`src/hw/clkcfg_drp_pkg.sv`:
```
package clkcfg_drp_pkg;

  // DRP port widths of the clock manager
  localparam int DRP_ADDR_W = 7;           // 128 config words
  localparam int DRP_DATA_W = 16;          // One DRP word

  // Configuration store model
  localparam int STORE_DEPTH   = 128;      // Words per store
  localparam int STORE_LATENCY = 2;        // DEN to DRDY in cycles

  // Command byte written to the DRP address register
  //   bit 7    write when set, read when clear
  //   bits 6:0 DRP address
  localparam int DRP_WRITE_BIT = 7;

endpackage

```
`src/hw/drp_if.sv`:
```
`timescale 1ns/1ps

// One DRP port between a bridge and a clock manager target
interface drp_if;
  import clkcfg_drp_pkg::*;

  logic [DRP_ADDR_W-1:0] addr;             // Word address
  logic                  den;              // Access strobe, one cycle
  logic                  dwe;              // Write enable, valid with den
  logic [DRP_DATA_W-1:0] din;              // Write data to target
  logic [DRP_DATA_W-1:0] dout;             // Read data from target
  logic                  drdy;             // Access done, one cycle

  modport bridge (                         // Register side master
    output addr, den, dwe, din,
    input  dout, drdy
  );

  modport target (                         // Clock manager side
    input  addr, den, dwe, din,
    output dout, drdy
  );

  modport monitor (                        // Status tracking only
    input den, drdy
  );

endinterface

```
`src/hw/drp_cfg_store.sv`:
```
`timescale 1ns/1ps

// Configuration word store with clock manager DRP timing
// drdy follows every den after STORE_LATENCY cycles
module drp_cfg_store (
  input  logic  clk_usb,
  input  logic  reset_i,
  drp_if.target drp
);
  import clkcfg_drp_pkg::*;

  logic [DRP_DATA_W-1:0]    mem [STORE_DEPTH];  // Config words
  logic [STORE_LATENCY-1:0] lat_sr;             // In-flight access pipe
  logic [DRP_ADDR_W-1:0]    rd_addr;            // Address of latest access
  logic                     drdy_q;             // Response strobe

  // Word array, cleared to zero on reset
  always_ff @(posedge clk_usb) begin
    if (reset_i) begin
      for (int i = 0; i < STORE_DEPTH; i++) begin
        mem[i] <= '0;
      end
    end else if (drp.den && drp.dwe) begin
      mem[drp.addr] <= drp.din;                 // Write at den
    end
  end

  // Latency pipe, a new den does not cancel one in flight
  always_ff @(posedge clk_usb) begin
    if (reset_i) begin
      lat_sr <= '0;
    end else begin
      lat_sr <= (lat_sr << 1) | STORE_LATENCY'(drp.den);
    end
  end

  assign drdy_q = lat_sr[STORE_LATENCY-1];      // Pulse at end of pipe

  // Address captured at den, later den restarts it
  always_ff @(posedge clk_usb) begin
    if (reset_i) begin
      rd_addr <= '0;
    end else if (drp.den) begin
      rd_addr <= drp.addr;
    end
  end

  assign drp.drdy = drdy_q;
  // Word shows only in the drdy cycle
  assign drp.dout = drdy_q ? mem[rd_addr] : '0;

endmodule

```
`src/flat_wrapper.sv`:
```
// flat-port wrapper written by rule: the top's interface ports become plain ports
module drp_cfg_store_flat import clkcfg_drp_pkg::*;
  (clk_usb, reset_i, drp_addr, drp_den, drp_dwe, drp_din, drp_dout, drp_drdy);
  drp_if drp_i ();
  input  logic clk_usb;
  input  logic reset_i;
  input wire logic [$bits(drp_i.addr)-1:0] drp_addr;
  input wire logic [$bits(drp_i.den)-1:0] drp_den;
  input wire logic [$bits(drp_i.dwe)-1:0] drp_dwe;
  input wire logic [$bits(drp_i.din)-1:0] drp_din;
  output wire logic [$bits(drp_i.dout)-1:0] drp_dout;
  output wire logic [$bits(drp_i.drdy)-1:0] drp_drdy;
  assign drp_i.addr = drp_addr;
  assign drp_i.den = drp_den;
  assign drp_i.dwe = drp_dwe;
  assign drp_i.din = drp_din;
  assign drp_dout = drp_i.dout;
  assign drp_drdy = drp_i.drdy;
  drp_cfg_store u_core (.clk_usb(clk_usb), .reset_i(reset_i), .drp(drp_i));
endmodule
```
`config.mk`:
```
export PLATFORM = sky130hd
export DESIGN_NAME = drp_cfg_store_flat
export DESIGN_NICKNAME = d
export VERILOG_FILES = /design/src/hw/clkcfg_drp_pkg.sv /design/src/hw/drp_if.sv /design/src/hw/drp_cfg_store.sv /design/src/flat_wrapper.sv
export SDC_FILE = /design/constraint.sdc
export NUM_CORES = 2
export LEC_CHECK = 0
export BUFFER_PORTS_ARGS = -buffer_cell sky130_fd_sc_hd__buf_4
export CAP_MARGIN = 0
export CORE_ASPECT_RATIO = 1.2
export CORE_MARGIN = 5
export CORE_UTILIZATION = 55
export DETAILED_ROUTE_END_ITERATION = 8
export PLACE_DENSITY = 0.7
export SETUP_SLACK_MARGIN = 0.3
export SLEW_MARGIN = 20
export SYNTH_ARGS = -nofsm -noshare
export SYNTH_HDL_FRONTEND = slang
export SYNTH_SLANG_ARGS = --single-unit
```
`constraint.sdc`:
```
create_clock -name clk_usb -period 6.2 [get_ports clk_usb]
set_input_delay 0.62 -clock clk_usb [delete_from_list [all_inputs] [get_ports clk_usb]]
set_output_delay 0.62 -clock clk_usb [all_outputs]
set_load 0.02 [all_outputs]
```
==> metrics <==
status completed; post-route minimum period 5.86 ns; Via Count 53088; Max Clock Skew 0.0335 ns; initial antenna violation count 14; Die Span X 388 um; Final Max Tran Viols 0; EDFF count, synth 2048; FP Rows 166; DRT antenna net count 0; worst vdd ir 0.329 mV; Tightest Hold Check Type in -> reg; f_max 0.171 GHz; routed wire length per instance 30.7 um; # DRC 0; DP Area 0.0962 mm2; GP Congestion 0.927; hpwl dp 160 mm; Mapped Avg Cell Area 15.1 um2; DRT Pass-1 Iters 7; first-pass GRT wire length 376 mm; # IOs 44; Critical Path Source Type register; crit path DAT 5.24 ns; post-synthesis to final-layout area growth 8.90%; clock-pin transition on the worst setup and hold timing paths 0.06 ns; fin crit share 0.945; met2 wire length 126 mm; Fillers 12534; via/cell ratio 6.26; critical path class reg -> out; Worst-Margin Slew 1.18 ns; M1 wire length 97.1 mm; pin count of the biggest net entering global routing 96; Synthesis Warnings 0; gr usage total 0.287; Tot Pwr 30.0 mW; vias in the first global route 52855; Critical Path Fanout Max 50; Max H-tree Level 4; starting density of the core 0.553; Req. time, crit path 5.58 ns; Die ar. 0.180 mm2; clock buffer count from CTS 197; pre-CTS WS 0.932 ns; Nets 6071; number of distinct library cells after synthesis 45; final setup vio count 0; met3 WL post-DR 24.9 mm; Async S/R FF share, synth 0; GRT overflow 0; max_cap viols 0; Hold Violations, Final 0; CTS max path bufs 3; chip height 463 um; prevailing post-synth register cell edfxtp_1; register-to-register setup slack 5.55 ns; worst skew pair latency 0.85 ns; total core area 0.170 mm2; synthesized flop and latch total 2064; CTS Sinks 2064; final instance area 0.103 mm2; cell area after synthesis 0.0941 mm2; Final WS setup 0.343 ns; Seq/Total Area, Yosys 0.657; Leak Pwr 34.5 nW; DRT iter0 DRCs 6463; PortBufs 43; top layer in use met5; Syn Nets 6245; slew margin rel. 0.212; CTS root buffer clkbuf_16; CTS tree built; # hold bufs at CTS 0; crit end category primary output; total routed wirelength 261 mm; Mapped Cells 6218; power density over the cells 293 mW/mm2; fraction of layout cells with a size suffix above 1 0.179; setup_tns 0 ns; unrepaired setup endpoints after global routing false
## final timing paths
check,start,cells past startpoint,end
worst max-delay path,register,9,drp_dout[11]
worst min-delay path,drp_addr[2],3,register
worst max register to register,u_core.rd_addr[3],2,register
worst min register to register,u_core.lat_sr[0],1,u_core.lat_sr[1]
## where the power goes
part | leakage (nW) | switching, mW | internal, mW
sequential | 19.6 | 0.224 | 16.0
clock | 3.03 | 5.26 | 6.42
combinational | 11.9 | 1.44 | 0.704
## registers in the layout, summed over array words and instances, names as in the netlist, named ones only
name and flops:
u_core.mem 2048, u_core.rd_addr 7, u_core.lat_sr 2
## metrics by stage
step / std cells / hold WS (ns) / util
6_report: 8485 / 0.168 / 0.602
3_3_place_gp: 8111 / 0.450 / 0.565
3_5_place_dp: 8111 / 0.453 / 0.565
4_1_cts: 8480 / 0.105 / 0.602
2_1_floorplan: 6218 / 0.414 / -
5_1_grt: 8482 / 0.146 / 0.602
## cell usage after synthesis (2+ instances only)
cell type / count / area, um2
and2_1: 2057 / 12900
edfxtp_1: 2048 / 61500
mux4_2: 426 / 9590
clkbuf_1: 406 / 1520
mux2i_1: 208 / 2080
a22oi_1: 192 / 1440
or2_2: 128 / 801
buf_2: 122 / 611
nor2_1: 121 / 454
nand3_1: 100 / 500
nand2_1: 77 / 289
nand4_1: 53 / 332
buf_4: 39 / 293
nor2_2: 33 / 206
o211ai_1: 30 / 225
a21oi_1: 24 / 120
a31oi_1: 17 / 106
dfxtp_1: 16 / 320
and4_1: 15 / 131
nor3_1: 15 / 75.1
o22ai_1: 15 / 93.8
and3_1: 14 / 87.6
nor2b_1: 13 / 81.3
clkbuf_2: 8 / 40.0
buf_1: 5 / 18.8
buf_6: 5 / 56.3
nor2_4: 5 / 56.3
and3b_1: 3 / 26.3
nand2b_1: 3 / 18.8
nor3b_2: 3 / 37.5
nor3_2: 2 / 20.0
nor4_1: 2 / 12.5
## layout by cell type (no fill, tap or decap), types with 100 or more instances in the layout
master        n
and2_1     2057
edfxtp_1   2048
mux4_2      426
mux2i_1     208
clkbuf_16   203
buf_4       195
a22oi_1     192
or2_2       128
nor2_1      113
nand3_1     100
## logic make-up (layout without fill, tap and decap cells)
group,after synthesis,after routing,share of synthesized area
and+or+nand+nor,2653,2653,0.171
DFF,2064,2064,0.657
muxes,634,634,0.124
other,0,4,0
AOI/OAI and AO/OA,280,280,0.0213
buffers and inverters,587,582,0.0271
## layout make-up
type | instances | area [um2] | share of cell area
inverter | 2 | 7.51 | 0.0000732
multi-input combinational | 3567 | 29800 | 0.291
clock buffer | 249 | 5300 | 0.0517
tap | 2268 | 2840 | 0.0277
sequential | 2064 | 61800 | 0.603
antenna | 4 | 10.0 | 0.0000976
timing repair buffer | 212 | 1810 | 0.0177
clock inverter | 119 | 866 | 0.00845
## critical path, cell delays in order, from the launching register on
cell	delay (ns)
dfxtp_4	0.79
buf_12	0.44
buf_4	0.34
mux4_2	0.58
and3_1	0.21
a21oi_1	0.14
nand4_1	0.36
nor3_1	0.84
a21oi_1	0.36
buf_4	0.26
## timing repair
action / 4_1_cts / 5_1_grt
gates resized for setup: 3 / 3
gates cloned: 0 / 0
endpoints found under the setup margin: 6 / 5
buffers inserted: 1 / 0
## per-layer routing
metal / up-vias / track usage
met5: - / 0
met4: 8 / 0.121
met3: 521 / 0.0594
met2: 2739 / 0.459
met1: 27365 / 0.387
li1: 22455 / -
Power figures use the tool's default switching activity.
