## src/hw/clkcfg_reg_pkg.sv

```systemverilog
package clkcfg_reg_pkg;

  // Register bus shape
  localparam int REG_W      = 8;           // Bus data width
  localparam int REG_ADDR_W = 8;           // Bus address width
  localparam int BYTECNT_W  = 7;           // Byte counter width
  localparam int DRP_BYTES  = 2;           // Bytes per DRP word on the bus

  // MMCM0 register pair
  localparam logic [REG_ADDR_W-1:0] MMCM0_DRP_ADDR = 8'h60;  // Address and command
  localparam logic [REG_ADDR_W-1:0] MMCM0_DRP_DATA = 8'h61;  // Write data and read hold

  // MMCM1 register pair
  localparam logic [REG_ADDR_W-1:0] MMCM1_DRP_ADDR = 8'h62;  // Address and command
  localparam logic [REG_ADDR_W-1:0] MMCM1_DRP_DATA = 8'h63;  // Write data and read hold

  // Shared status register
  localparam logic [REG_ADDR_W-1:0] DRP_STATUS = 8'h64;

  // Done bit positions inside DRP_STATUS
  localparam int STATUS_MMCM0_BIT = 0;
  localparam int STATUS_MMCM1_BIT = 1;

  // Upper status bits are tied low
  localparam int STATUS_USED = 2;

endpackage

```

## src/hw/clkcfg_drp_pkg.sv

```systemverilog
package clkcfg_drp_pkg;

  // DRP port widths of the clock manager
  localparam int DRP_ADDR_W = 7;           // 128 config words
  localparam int DRP_DATA_W = 16;          // One DRP word

  // Configuration store model
  localparam int STORE_DEPTH   = 128;      // Words per store
  localparam int STORE_LATENCY = 2;        // DEN to DRDY in cycles

  // Command byte written to the DRP address register
  //   bit 7    write when set, read when clear
  //   bits 6:0 DRP address
  localparam int DRP_WRITE_BIT = 7;

endpackage

```

## src/hw/drp_if.sv

```systemverilog
`timescale 1ns/1ps

// One DRP port between a bridge and a clock manager target
interface drp_if;
  import clkcfg_drp_pkg::*;

  logic [DRP_ADDR_W-1:0] addr;             // Word address
  logic                  den;              // Access strobe, one cycle
  logic                  dwe;              // Write enable, valid with den
  logic [DRP_DATA_W-1:0] din;              // Write data to target
  logic [DRP_DATA_W-1:0] dout;             // Read data from target
  logic                  drdy;             // Access done, one cycle

  modport bridge (                         // Register side master
    output addr, den, dwe, din,
    input  dout, drdy
  );

  modport target (                         // Clock manager side
    input  addr, den, dwe, din,
    output dout, drdy
  );

  modport monitor (                        // Status tracking only
    input den, drdy
  );

endinterface

```

## src/hw/reg_readback_merge.sv

```systemverilog
`timescale 1ns/1ps

// Readback merge and DRP status register
module reg_readback_merge (
  input  logic                                 clk_usb,
  input  logic                                 reset_i,
  input  logic [clkcfg_reg_pkg::REG_ADDR_W-1:0] reg_address,  // Bus address
  input  logic                                 reg_read,     // Read level
  input  logic [clkcfg_reg_pkg::REG_W-1:0]      rd_byte0,     // MMCM0 bridge byte
  input  logic [clkcfg_reg_pkg::REG_W-1:0]      rd_byte1,     // MMCM1 bridge byte
  drp_if.monitor                               drp0,
  drp_if.monitor                               drp1,
  output logic [clkcfg_reg_pkg::REG_W-1:0]      reg_datao     // To USB front end
);
  import clkcfg_reg_pkg::*;

  logic [STATUS_USED-1:0] done;            // One bit per clock manager
  logic [REG_W-1:0]       status_byte;     // Registered status readback

  // Done bits, a new den wins over a late drdy
  always_ff @(posedge clk_usb) begin
    if (reset_i) begin
      done <= '0;
    end else begin
      if (drp0.den)       done[STATUS_MMCM0_BIT] <= 1'b0;
      else if (drp0.drdy) done[STATUS_MMCM0_BIT] <= 1'b1;
      if (drp1.den)       done[STATUS_MMCM1_BIT] <= 1'b0;
      else if (drp1.drdy) done[STATUS_MMCM1_BIT] <= 1'b1;
    end
  end

  // Status readback, upper bits zero
  always_ff @(posedge clk_usb) begin
    if (reset_i) begin
      status_byte <= '0;
    end else if (reg_read && (reg_address == DRP_STATUS)) begin
      status_byte <= REG_W'(done);
    end else begin
      status_byte <= '0;
    end
  end

  // Only the addressed source is nonzero
  assign reg_datao = rd_byte0 | rd_byte1 | status_byte;

endmodule

```

## src/flat_wrapper.sv

```systemverilog
// flat-port wrapper written by rule: the top's interface ports become plain ports
module reg_readback_merge_flat import clkcfg_reg_pkg::*;
  (clk_usb, reset_i, reg_address, reg_read, rd_byte0, rd_byte1, reg_datao, drp0_den, drp0_drdy, drp1_den, drp1_drdy);
  drp_if drp0_i ();
  drp_if drp1_i ();
  input  logic clk_usb;
  input  logic reset_i;
  input  logic [clkcfg_reg_pkg::REG_ADDR_W-1:0] reg_address;
  input  logic reg_read;
  input  logic [clkcfg_reg_pkg::REG_W-1:0] rd_byte0;
  input  logic [clkcfg_reg_pkg::REG_W-1:0] rd_byte1;
  output logic [clkcfg_reg_pkg::REG_W-1:0] reg_datao;
  input wire logic [$bits(drp0_i.den)-1:0] drp0_den;
  input wire logic [$bits(drp0_i.drdy)-1:0] drp0_drdy;
  input wire logic [$bits(drp1_i.den)-1:0] drp1_den;
  input wire logic [$bits(drp1_i.drdy)-1:0] drp1_drdy;
  assign drp0_i.den = drp0_den;
  assign drp0_i.drdy = drp0_drdy;
  assign drp1_i.den = drp1_den;
  assign drp1_i.drdy = drp1_drdy;
  reg_readback_merge u_core (.clk_usb(clk_usb), .reset_i(reset_i), .reg_address(reg_address), .reg_read(reg_read), .rd_byte0(rd_byte0), .rd_byte1(rd_byte1), .drp0(drp0_i), .drp1(drp1_i), .reg_datao(reg_datao));
endmodule
```

## config.mk

```make
export PLATFORM = sky130hd
export DESIGN_NAME = reg_readback_merge_flat
export DESIGN_NICKNAME = d
export VERILOG_FILES = /design/src/hw/clkcfg_reg_pkg.sv /design/src/hw/clkcfg_drp_pkg.sv /design/src/hw/drp_if.sv /design/src/hw/reg_readback_merge.sv /design/src/flat_wrapper.sv
export SDC_FILE = /design/constraint.sdc
export NUM_CORES = 1
export LEC_CHECK = 0
export BUFFER_PORTS_ARGS = -buffer_cell sky130_fd_sc_hd__buf_2
export CELL_PAD_IN_SITES_DETAIL_PLACEMENT = 1
export CELL_PAD_IN_SITES_GLOBAL_PLACEMENT = 2
export CORE_MARGIN = 4
export CORE_UTILIZATION = 10
export DETAILED_ROUTE_END_ITERATION = 8
export GPL_ROUTABILITY_DRIVEN = 0
export PLACE_DENSITY_LB_ADDON = 0.1
export SETUP_SLACK_MARGIN = 0.4
export SLEW_MARGIN = 10
export SYNTH_ARGS = -nofsm -noshare
export SYNTH_HDL_FRONTEND = slang
export SYNTH_SLANG_ARGS = --single-unit
```

## constraint.sdc

```tcl
create_clock -name clk_usb -period 2.1 [get_ports clk_usb]
set_input_delay 0.105 -clock clk_usb [delete_from_list [all_inputs] [get_ports clk_usb]]
set_output_delay 0.105 -clock clk_usb [all_outputs]
set_load 0.05 [all_outputs]
```

==> flow_summary.ini <==
[outcome]
outcome = finished clean

[detailed_routing]
ant_nets = 0
routed-via-count = 314
dr.pass1.iters = 2
drc_errors = 0
drt-wirelength-per-cell_um = 8.88
wl_um = 790
drt_iter0_markers = 1
via_per_inst = 3.53

[critical_path]
r2r-start = u_core.done[1]
end_kind = output pin
worstSetupPathType = reg2out
crit_fanout = 1
critPathRequiredTime_ns = 2.00
startpoint_type = flop
crit_start = u_core.status_byte[0]
worstPathArrival_ns = 1.02
rrSetupSlack_ns = 1.37

[placed_design]
io_buffers = 38
hpwlAfterDp_um = 741
placed_area_um2 = 413

[die]
die_width_um = 51.8
die_y_um = 51.8
dieArea_um2 = 2680
core_area_um2 = 1760
initial_core_util_pct = 10.9
row_count = 15
io-pin-count = 39

[timing]
tns_ns = 0
tightest_slew_ns = 0.257
period_needed_ns = 1.13
drv_slew = 0
hold_viol = 0
rsz0062_at_grt = no
slew_headroom_pct = 83.0
skew_ns = 0.00298
max_freq_ghz = 0.887
final-setup-viol-count = 0
layout_worst_path_cycle_share_pct = 53.7

[clocking]
cts_root_buf = clkbuf_4
holdBufCountCts = 0
cts_repair_resize_count = 0
path_clk_slew_ns = 0.04
cts_setup_buffers = 0
h-tree-depth = 1
cts_tree = done
clockBufferDepth = 2
clock_latency_ns = 0.24
numCtsBuffers = 3
cts_sinks = 4

[synthesis]
ys_ff_latch = 4
syn_nets = 54
syn_avg_cell_area_um2 = 8.32
ys.warnings.count = 0
synth_area_um2 = 191
synthDistinctLibCells = 10
seq_area_frac_synth_pct = 41.8
syn_inst = 23

[finish]
layout-drive-gt1-share_pct = 75.0
fin_area_um2 = 435
nets = 97
syn_to_final_growth_pct = 127
n_antenna_cell = 0

[grt]
grtUsageTotal_pct = 6.17
grt_overflow = 0
first_global_vias = 300
grt_max_degree = 4
antenna_found_initial = 0
grt_pass1_wl_mm = 1.17

[pwr]
power_density_nw_per_um2 = 571
power.leakage_nw = 0.223
vdd_drop_max_mv = 0.320

[hold_path]
worstHoldPathType = in2reg
holdCritStartpoint = drp0_den

[job]
drv_cap = 0
[worst max-delay path: stages (launching register included)]
cell     delay [ns]
dfxtp_1        0.29
or3_1          0.29
buf_2          0.21
[through the flow]
step / utilization, % / power (mW) / setup slack (ns) / cells / hold WS [ns]
detailed placement: 23.4 / 0.155 / 0.887 / 86 / 0.275
finish: 24.7 / 0.248 / 0.973 / 89 / 0.0283
global route: 24.7 / 0.266 / 0.925 / 89 / 0.0132
floorplan: - / 0.121 / 1.10 / 23 / 0.182
CTS: 24.7 / 0.255 / 0.959 / 89 / 0.0228
global placement: 23.4 / 0.155 / 0.938 / 86 / 0.276
[Yosys cell counts (all sizes together)]
master | n | share of area (%)
or2 | 6 | 20
or3 | 2 | 6.5
dfxtp | 4 | 42
nor3 | 2 | 5.2
nand2 | 1 | 2.0
nor2 | 2 | 3.9
inv | 2 | 3.9
nor4 | 2 | 6.5
nand4bb | 1 | 5.9
or4 | 1 | 4.6
[cells in the final DEF (no fill, tap or decap)]
cell	n
buf_2	38
or2_2	6
dfxtp_1	4
clkbuf_4	3
or3_1	2
inv_1	2
nor4_1	2
nor2_1	2
nor3_1	2
nand2_1	1
nand4bb_1	1
or4_2	1
[sequential cells by signal (all words and copies together) (netlist names)]
| register | cells |
|---|---|
| u_core.status_byte | 2 |
| u_core.done | 2 |
[worst paths after layout]
path | depth (start not counted) | end
worst max-delay path | 2 | reg_datao[0]
worst min-delay path | 2 | u_core.done[0]
worst max register to register | 2 | u_core.status_byte[1]
worst min register to register | 2 | u_core.status_byte[0]
[layer usage]
metal  global-route usage [%]  wire [µm]
met1                     6.23        267
met3                     5.16        123
met2                     9.11        399
met5                        0          0
met4                     2.62          0
[cell families (layout without fill, tap and decap cells)]
group | Yosys count | after routing | synth area share, %
AND/OR/NAND/NOR | 17 | 17 | 54.2
flip-flops | 4 | 4 | 41.8
buffers and inverters | 2 | 43 | 3.92
[cell type report]
cell class	instances	area, µm²
repair buffers	38	190
clock buffers	3	22.5
inverters	2	7.51
fillers	250	1330
well taps	25	31.3
flip-flops and latches	4	80.1
multi-input cells	17	104
[power breakdown]
part / internal [mW] / switching [mW]
Combinational: 0.0318 / 0.0418
Clock: 0.0639 / 0.0317
Sequential: 0.0783 / 0.000882
Total: 0.174 / 0.0744
No activity file was read; power rests on OpenSTA's default activity.
