==> config.mk <==
export PLATFORM = sky130hd
export DESIGN_NAME = reg_mmcm_drp_flat
export DESIGN_NICKNAME = d
export VERILOG_FILES = /design/src/hw/clkcfg_reg_pkg.sv /design/src/hw/clkcfg_drp_pkg.sv /design/src/hw/drp_if.sv /design/src/hw/reg_mmcm_drp.sv /design/src/flat_wrapper.sv
export SDC_FILE = /design/constraint.sdc
export NUM_CORES = 1
export LEC_CHECK = 0
export ABC_CLOCK_PERIOD_IN_PS = 2100
export BUFFER_PORTS_ARGS = -buffer_cell sky130_fd_sc_hd__buf_2
export CORE_AREA = 2 2 80 59
export CTS_BUF_LIST = sky130_fd_sc_hd__clkbuf_16
export DETAILED_ROUTE_END_ITERATION = 12
export DIE_AREA = 0 0 82 61
export PLACE_DENSITY = 0.87
export SLEW_MARGIN = 20
export SYNTH_ARGS = -nofsm -noshare
export SYNTH_HDL_FRONTEND = slang
export SYNTH_SLANG_ARGS = --single-unit
==> constraint.sdc <==
create_clock -name clk_usb -period 2.1 [get_ports clk_usb]
set_input_delay 0.21 -clock clk_usb [delete_from_list [all_inputs] [get_ports clk_usb]]
set_output_delay 0.21 -clock clk_usb [all_outputs]
set_load 0.1 [all_outputs]
==> src/hw/clkcfg_reg_pkg.sv <==
package clkcfg_reg_pkg;

  // Register bus shape
  localparam int REG_W      = 8;           // Bus data width
  localparam int REG_ADDR_W = 8;           // Bus address width
  localparam int BYTECNT_W  = 7;           // Byte counter width
  localparam int DRP_BYTES  = 2;           // Bytes per DRP word on the bus

  // MMCM0 register pair
  localparam logic [REG_ADDR_W-1:0] MMCM0_DRP_ADDR = 8'h60;  // Address and command
  localparam logic [REG_ADDR_W-1:0] MMCM0_DRP_DATA = 8'h61;  // Write data and read hold

  // MMCM1 register pair
  localparam logic [REG_ADDR_W-1:0] MMCM1_DRP_ADDR = 8'h62;  // Address and command
  localparam logic [REG_ADDR_W-1:0] MMCM1_DRP_DATA = 8'h63;  // Write data and read hold

  // Shared status register
  localparam logic [REG_ADDR_W-1:0] DRP_STATUS = 8'h64;

  // Done bit positions inside DRP_STATUS
  localparam int STATUS_MMCM0_BIT = 0;
  localparam int STATUS_MMCM1_BIT = 1;

  // Upper status bits are tied low
  localparam int STATUS_USED = 2;

endpackage

==> src/hw/clkcfg_drp_pkg.sv <==
package clkcfg_drp_pkg;

  // DRP port widths of the clock manager
  localparam int DRP_ADDR_W = 7;           // 128 config words
  localparam int DRP_DATA_W = 16;          // One DRP word

  // Configuration store model
  localparam int STORE_DEPTH   = 128;      // Words per store
  localparam int STORE_LATENCY = 2;        // DEN to DRDY in cycles

  // Command byte written to the DRP address register
  //   bit 7    write when set, read when clear
  //   bits 6:0 DRP address
  localparam int DRP_WRITE_BIT = 7;

endpackage

==> src/hw/drp_if.sv <==
`timescale 1ns/1ps

// One DRP port between a bridge and a clock manager target
interface drp_if;
  import clkcfg_drp_pkg::*;

  logic [DRP_ADDR_W-1:0] addr;             // Word address
  logic                  den;              // Access strobe, one cycle
  logic                  dwe;              // Write enable, valid with den
  logic [DRP_DATA_W-1:0] din;              // Write data to target
  logic [DRP_DATA_W-1:0] dout;             // Read data from target
  logic                  drdy;             // Access done, one cycle

  modport bridge (                         // Register side master
    output addr, den, dwe, din,
    input  dout, drdy
  );

  modport target (                         // Clock manager side
    input  addr, den, dwe, din,
    output dout, drdy
  );

  modport monitor (                        // Status tracking only
    input den, drdy
  );

endinterface

==> src/hw/reg_mmcm_drp.sv <==
`timescale 1ns/1ps

// Register to DRP bridge for one clock manager
// Write path: load DATA_REG bytes, then write ADDR_REG with bit 7 set
// Read path: write ADDR_REG with bit 7 clear, poll status, read DATA_REG
module reg_mmcm_drp #(
  parameter logic [clkcfg_reg_pkg::REG_ADDR_W-1:0] ADDR_REG = clkcfg_reg_pkg::MMCM0_DRP_ADDR,
  parameter logic [clkcfg_reg_pkg::REG_ADDR_W-1:0] DATA_REG = clkcfg_reg_pkg::MMCM0_DRP_DATA
) (
  input  logic                                 clk_usb,
  input  logic                                 reset_i,
  input  logic [clkcfg_reg_pkg::REG_ADDR_W-1:0] reg_address,  // Bus address
  input  logic [clkcfg_reg_pkg::BYTECNT_W-1:0]  reg_bytecnt,  // Byte within register
  input  logic [clkcfg_reg_pkg::REG_W-1:0]      reg_datai,    // Bus write data
  input  logic                                 reg_read,     // Read level
  input  logic                                 reg_write,    // Write level
  output logic [clkcfg_reg_pkg::REG_W-1:0]      rd_byte,      // Registered read byte
  drp_if.bridge                                drp
);
  import clkcfg_reg_pkg::*;
  import clkcfg_drp_pkg::*;

  logic                  byte_ok;          // Byte count inside the DRP word
  logic                  byte_sel;         // Low or high byte
  logic                  addr_wr;          // Command write this cycle
  logic                  data_wr;          // Data byte write this cycle
  logic                  addr_rd;          // Address readback
  logic                  data_rd;          // Read hold readback
  logic                  rd_cmd;           // Last command was a read
  logic [DRP_DATA_W-1:0] rd_hold;          // Captured dout

  assign byte_ok  = (reg_bytecnt < BYTECNT_W'(DRP_BYTES));
  assign byte_sel = reg_bytecnt[0];
  assign addr_wr  = reg_write && (reg_address == ADDR_REG);
  assign data_wr  = reg_write && (reg_address == DATA_REG) && byte_ok;
  assign addr_rd  = reg_read && (reg_address == ADDR_REG);
  assign data_rd  = reg_read && (reg_address == DATA_REG) && byte_ok;

  // Command register, den is high for exactly the cycle after the write
  always_ff @(posedge clk_usb) begin
    if (reset_i) begin
      drp.den  <= 1'b0;
      drp.dwe  <= 1'b0;
      drp.addr <= '0;
      rd_cmd   <= 1'b0;
    end else begin
      drp.den <= addr_wr;                                    // One cycle strobe
      drp.dwe <= addr_wr && reg_datai[DRP_WRITE_BIT];        // Only with den
      if (addr_wr) begin
        drp.addr <= reg_datai[DRP_ADDR_W-1:0];               // Low 7 bits
        rd_cmd   <= !reg_datai[DRP_WRITE_BIT];               // Remember direction
      end
    end
  end

  // Write data assembled byte by byte, no DRP traffic
  always_ff @(posedge clk_usb) begin
    if (data_wr) begin
      drp.din[byte_sel*REG_W +: REG_W] <= reg_datai;
    end
  end

  // Read hold, a later command may still see an earlier response land here
  always_ff @(posedge clk_usb) begin
    if (reset_i) begin
      rd_hold <= '0;
    end else if (drp.drdy && rd_cmd) begin
      rd_hold <= drp.dout;                                   // Valid in drdy cycle
    end
  end

  // Readback byte, zero unless this bridge is addressed
  always_ff @(posedge clk_usb) begin
    if (reset_i) begin
      rd_byte <= '0;
    end else if (addr_rd) begin
      rd_byte <= {1'b0, drp.addr};                           // Command bit reads 0
    end else if (data_rd) begin
      rd_byte <= rd_hold[byte_sel*REG_W +: REG_W];
    end else begin
      rd_byte <= '0;                                         // Idle bus reads 0
    end
  end

endmodule

==> src/flat_wrapper.sv <==
// flat-port wrapper written by rule: the top's interface ports become plain ports
module reg_mmcm_drp_flat import clkcfg_reg_pkg::*; import clkcfg_drp_pkg::*;
#(
  parameter logic [clkcfg_reg_pkg::REG_ADDR_W-1:0] ADDR_REG = clkcfg_reg_pkg::MMCM0_DRP_ADDR,
  parameter logic [clkcfg_reg_pkg::REG_ADDR_W-1:0] DATA_REG = clkcfg_reg_pkg::MMCM0_DRP_DATA
)
  (clk_usb, reset_i, reg_address, reg_bytecnt, reg_datai, reg_read, reg_write, rd_byte, drp_addr, drp_den, drp_dwe, drp_din, drp_dout, drp_drdy);
  drp_if drp_i ();
  input  logic clk_usb;
  input  logic reset_i;
  input  logic [clkcfg_reg_pkg::REG_ADDR_W-1:0] reg_address;
  input  logic [clkcfg_reg_pkg::BYTECNT_W-1:0] reg_bytecnt;
  input  logic [clkcfg_reg_pkg::REG_W-1:0] reg_datai;
  input  logic reg_read;
  input  logic reg_write;
  output logic [clkcfg_reg_pkg::REG_W-1:0] rd_byte;
  output wire logic [$bits(drp_i.addr)-1:0] drp_addr;
  output wire logic [$bits(drp_i.den)-1:0] drp_den;
  output wire logic [$bits(drp_i.dwe)-1:0] drp_dwe;
  output wire logic [$bits(drp_i.din)-1:0] drp_din;
  input wire logic [$bits(drp_i.dout)-1:0] drp_dout;
  input wire logic [$bits(drp_i.drdy)-1:0] drp_drdy;
  assign drp_addr = drp_i.addr;
  assign drp_den = drp_i.den;
  assign drp_dwe = drp_i.dwe;
  assign drp_din = drp_i.din;
  assign drp_i.dout = drp_dout;
  assign drp_i.drdy = drp_drdy;
  reg_mmcm_drp #(.ADDR_REG(ADDR_REG), .DATA_REG(DATA_REG)) u_core (.clk_usb(clk_usb), .reset_i(reset_i), .reg_address(reg_address), .reg_bytecnt(reg_bytecnt), .reg_datai(reg_datai), .reg_read(reg_read), .reg_write(reg_write), .rd_byte(rd_byte), .drp(drp_i));
endmodule
==> summary.txt <==
Clock network
  – Root buf cell: clkbuf_16
  – Maximum root-to-sink buffer count: 2
  – Clk sinks: 50
  – Clock transition at path regs: about 0.060 ns
  – TritonCTS clock tree: done
  – Worst-skew pair later-pin latency: 0.29 ns
  – Total CTS buffers: 5
  – # Post-CTS Setup Buffers: 0
  – H-tree levels: 2
  – Post-CTS sizing: 0
  – # hold bufs at CTS: 0

Detailed routing
  – Post-route ant nets: 0
  – Final WL: 4650 um
  – Drt initial violations: 100
  – Pre-Repair DR Iteration Count: 4
  – Wire per inst: 14.4 um
  – Via-to-Cell Ratio: 5.04
  – Vias post-DR: 1,624
  – DRC: 0

Global routing
  – Gr ovfl total: 0
  – Number of global-route vias before repair: 1,551
  – GRT Overall Usage: about a fifth
  – Largest net degree at the start of global routing: 19
  – Global-route wire length before repair: 7470 um
  – Initial antenna violation count: 0

Final layout
  – Synthesis-to-layout area growth: 28.8%
  – Ratio of cells with drive above 1 in the final layout: 33.7%
  – Sequential Area: 1160 um^2
  – Fillers: 389
  – # diodes: 0
  – Design area: around 2500 um^2
  – Multi-input logic area: 721 um^2
  – Nets: 310

Synth
  – Mapped Area: 1970 um^2
  – Synth Area in Adders: 0%
  – Synth Area in Compound Gates: 10.5%
  – Synth Area in Simple Gates: between 20% and 30%
  – Post-synthesis sequential area ratio: 59.0%
  – Prevailing post-synth register cell: dfxtp_1
  – Main combinational cell family by area after synthesis: simple AND/OR/NAND/NOR gates
  – Number of synthesized flops with an enable pin: 16
  – Syn nets: 234
  – Post-synthesis xor/xnor area fraction: 0%
  – Yosys reg bits: 50
  – Post-synthesis mux area share: roughly 4%
  – Syn. warnings: 0
  – Cells after Synth: 190
  – Syn avg cell area: 10.4 um^2
  – Distinct cells, synth: 25
  – Share of async-settable or async-resettable flops after synthesis: 0%

Die
  – Starting Density: ~47%
  – Core footprint: ~4200 um^2
  – DIE AREA: 5000 um^2
  – Std cell rows: 20
  – Die Ht: about 61 um
  – Die width: 82 um
  – Ports: 77

Critical path
  – CP startpoint: reg_address[1]
  – Crit Path Max Fanout: 10
  – Slowest Stage Delay on Critical Path: 0.53 ns
  – CP max-delay cell: nor4_4
  – Worst R2R Start: u_core.rd_cmd
  – Critical Path Start Type: input port
  – CP arrival: 1.55 ns
  – Worst EP required: 2.33 ns
  – Critical Setup Path Class: input port to flop
  – Crit-path cells: buf_2, nor4_4, and3_1, and3b_1
  – Worst Setup End Kind: flop

Placed design
  – Buffers on Ports: 76
  – GPL Wtd Cong: around 0.8
  – Post-DP Area: 2400 um^2
  – Hpwl dp: around 3500 um

Timing
  – RSZ-0062 raised after global routing: no
  – Fin crit share: 63.0%
  – Achievable frequency: 0.756 GHz
  – Setup Viol. Count Final: 0
  – Period minus WS final: between 1 and 1.5 ns
  – Final hold vios: 0
  – Setup TNS: 0 ns
  – Final-report max-slew violation count: 0
  – Slew Limit Headroom: 64.6%
  – Worst Skew: 0.00309 ns
  – Worst-Margin Slew: ~0.53 ns

Run
  – Max Cap Viol: 0

Min path
  – Worst Hold Launch: drp_dout[5]
  – Hold Crit Class: input port to flop

Power
  – PwrDens: 731 nW/um^2
  – Maximum VDD drop: about 0.00044 V
  – Leak Pwr: about 1 nW

Run status
  – Status: finished, final reports clean
## worst paths after layout
path,slack [ns],cells after the start,end
max,0.78,4,u_core.drp.dwe
min,0.16,3,u_core.rd_hold[5]
max reg2reg,0.89,3,u_core.rd_hold[1]
min reg2reg,0.46,2,u_core.rd_hold[3]
## stage by stage
step	hold WS, ns	setup slack, ns	instances	power [W]	utilization (%)
floorplan	0.307	0.309	190	0.00106	-
global placement	0.442	0.587	314	0.00112	57.1
detailed placement	0.448	0.526	314	0.00112	57.1
CTS	0.156	0.800	322	0.00187	60.4
global route	0.173	0.655	322	0.00191	60.4
finish	0.162	0.778	322	0.00185	60.4
## critical path: cells and delay by family
| kind | cells | cell delay [ns] |
|---|---|---|
| buf+inv | 1 | 0.12 |
| simple gates | 3 | 1.23 |
## cells in the final DEF, fill, tap and decap left out
| cell | instances |
|---|---|
| buf_2 | 76 |
| nand2_1 | 35 |
| dfxtp_1 | 34 |
| nor2b_1 | 16 |
| a21oi_1 | 16 |
| edfxtp_1 | 16 |
| inv_1 | 10 |
| and2_1 | 9 |
| mux2i_1 | 8 |
| nand4_1 | 7 |
| o31ai_1 | 7 |
| o32ai_1 | 7 |
| nor3_1 | 5 |
| clkbuf_16 | 5 |
| buf_4 | 5 |
| nand3_1 | 2 |
| and4bb_2 | 1 |
| nor4b_1 | 1 |
| nor4_4 | 1 |
| and3_1 | 1 |
| a31oi_1 | 1 |
| a211oi_1 | 1 |
| and3b_1 | 1 |
| and2b_2 | 1 |
| inv_4 | 1 |
## metal layers
layer	global-route usage [%]	wire length [um]
met5	0	0
met4	7.14	66
met3	5.95	299
met2	34.0	2190
met1	26.8	2090
## area by class of cell
cell class	instances	share of cell area, %
flip-flops and latches	50	45.8
multi-input cells	120	28.4
repair buffers	81	16.5
clock buffers	5	4.93
well taps	55	2.71
inverters	8	1.18
clock inverters	3	0.542
## synthesized netlist by cell type, types with 2 or more instances
master / n / area share [%]
dfxtp_1: 34 / 35
nor2b_1: 16 / 5.1
nand4_1: 7 / 2.2
nor3_1: 5 / 1.3
edfxtp_1: 16 / 24
nand3_1: 2 / 0.51
buf_2: 4 / 1.0
o31ai_1: 7 / 2.7
clkbuf_1: 6 / 1.1
inv_1: 8 / 1.5
o32ai_1: 7 / 3.1
a21oi_1: 16 / 4.1
and2_1: 9 / 2.9
mux2i_1: 8 / 4.1
nand2_1: 35 / 6.7
## sequential cells by signal, indices dropped and copies added, names as in the netlist
name	cells
u_core.rd_byte	8
u_core.rd_hold	16
u_core.drp.addr	7
u_core.rd_cmd	1
u_core.drp.din	16
u_core.drp.dwe	1
u_core.drp.den	1
## report_power, final
part	leakage, nW	switching [W]	internal (W)
Clock	0.0767	0.000322	0.000433
Combinational	0.526	0.0000529	0.0000493
Sequential	0.399	0.000000253	0.000996
## cells by family after synthesis
group,after synthesis
DFF,50
and+or+nand+nor,80
buffers and inverters,20
AOI/OAI and AO/OA,32
muxes,8
Note: power is estimated with default switching activity, not from simulation.
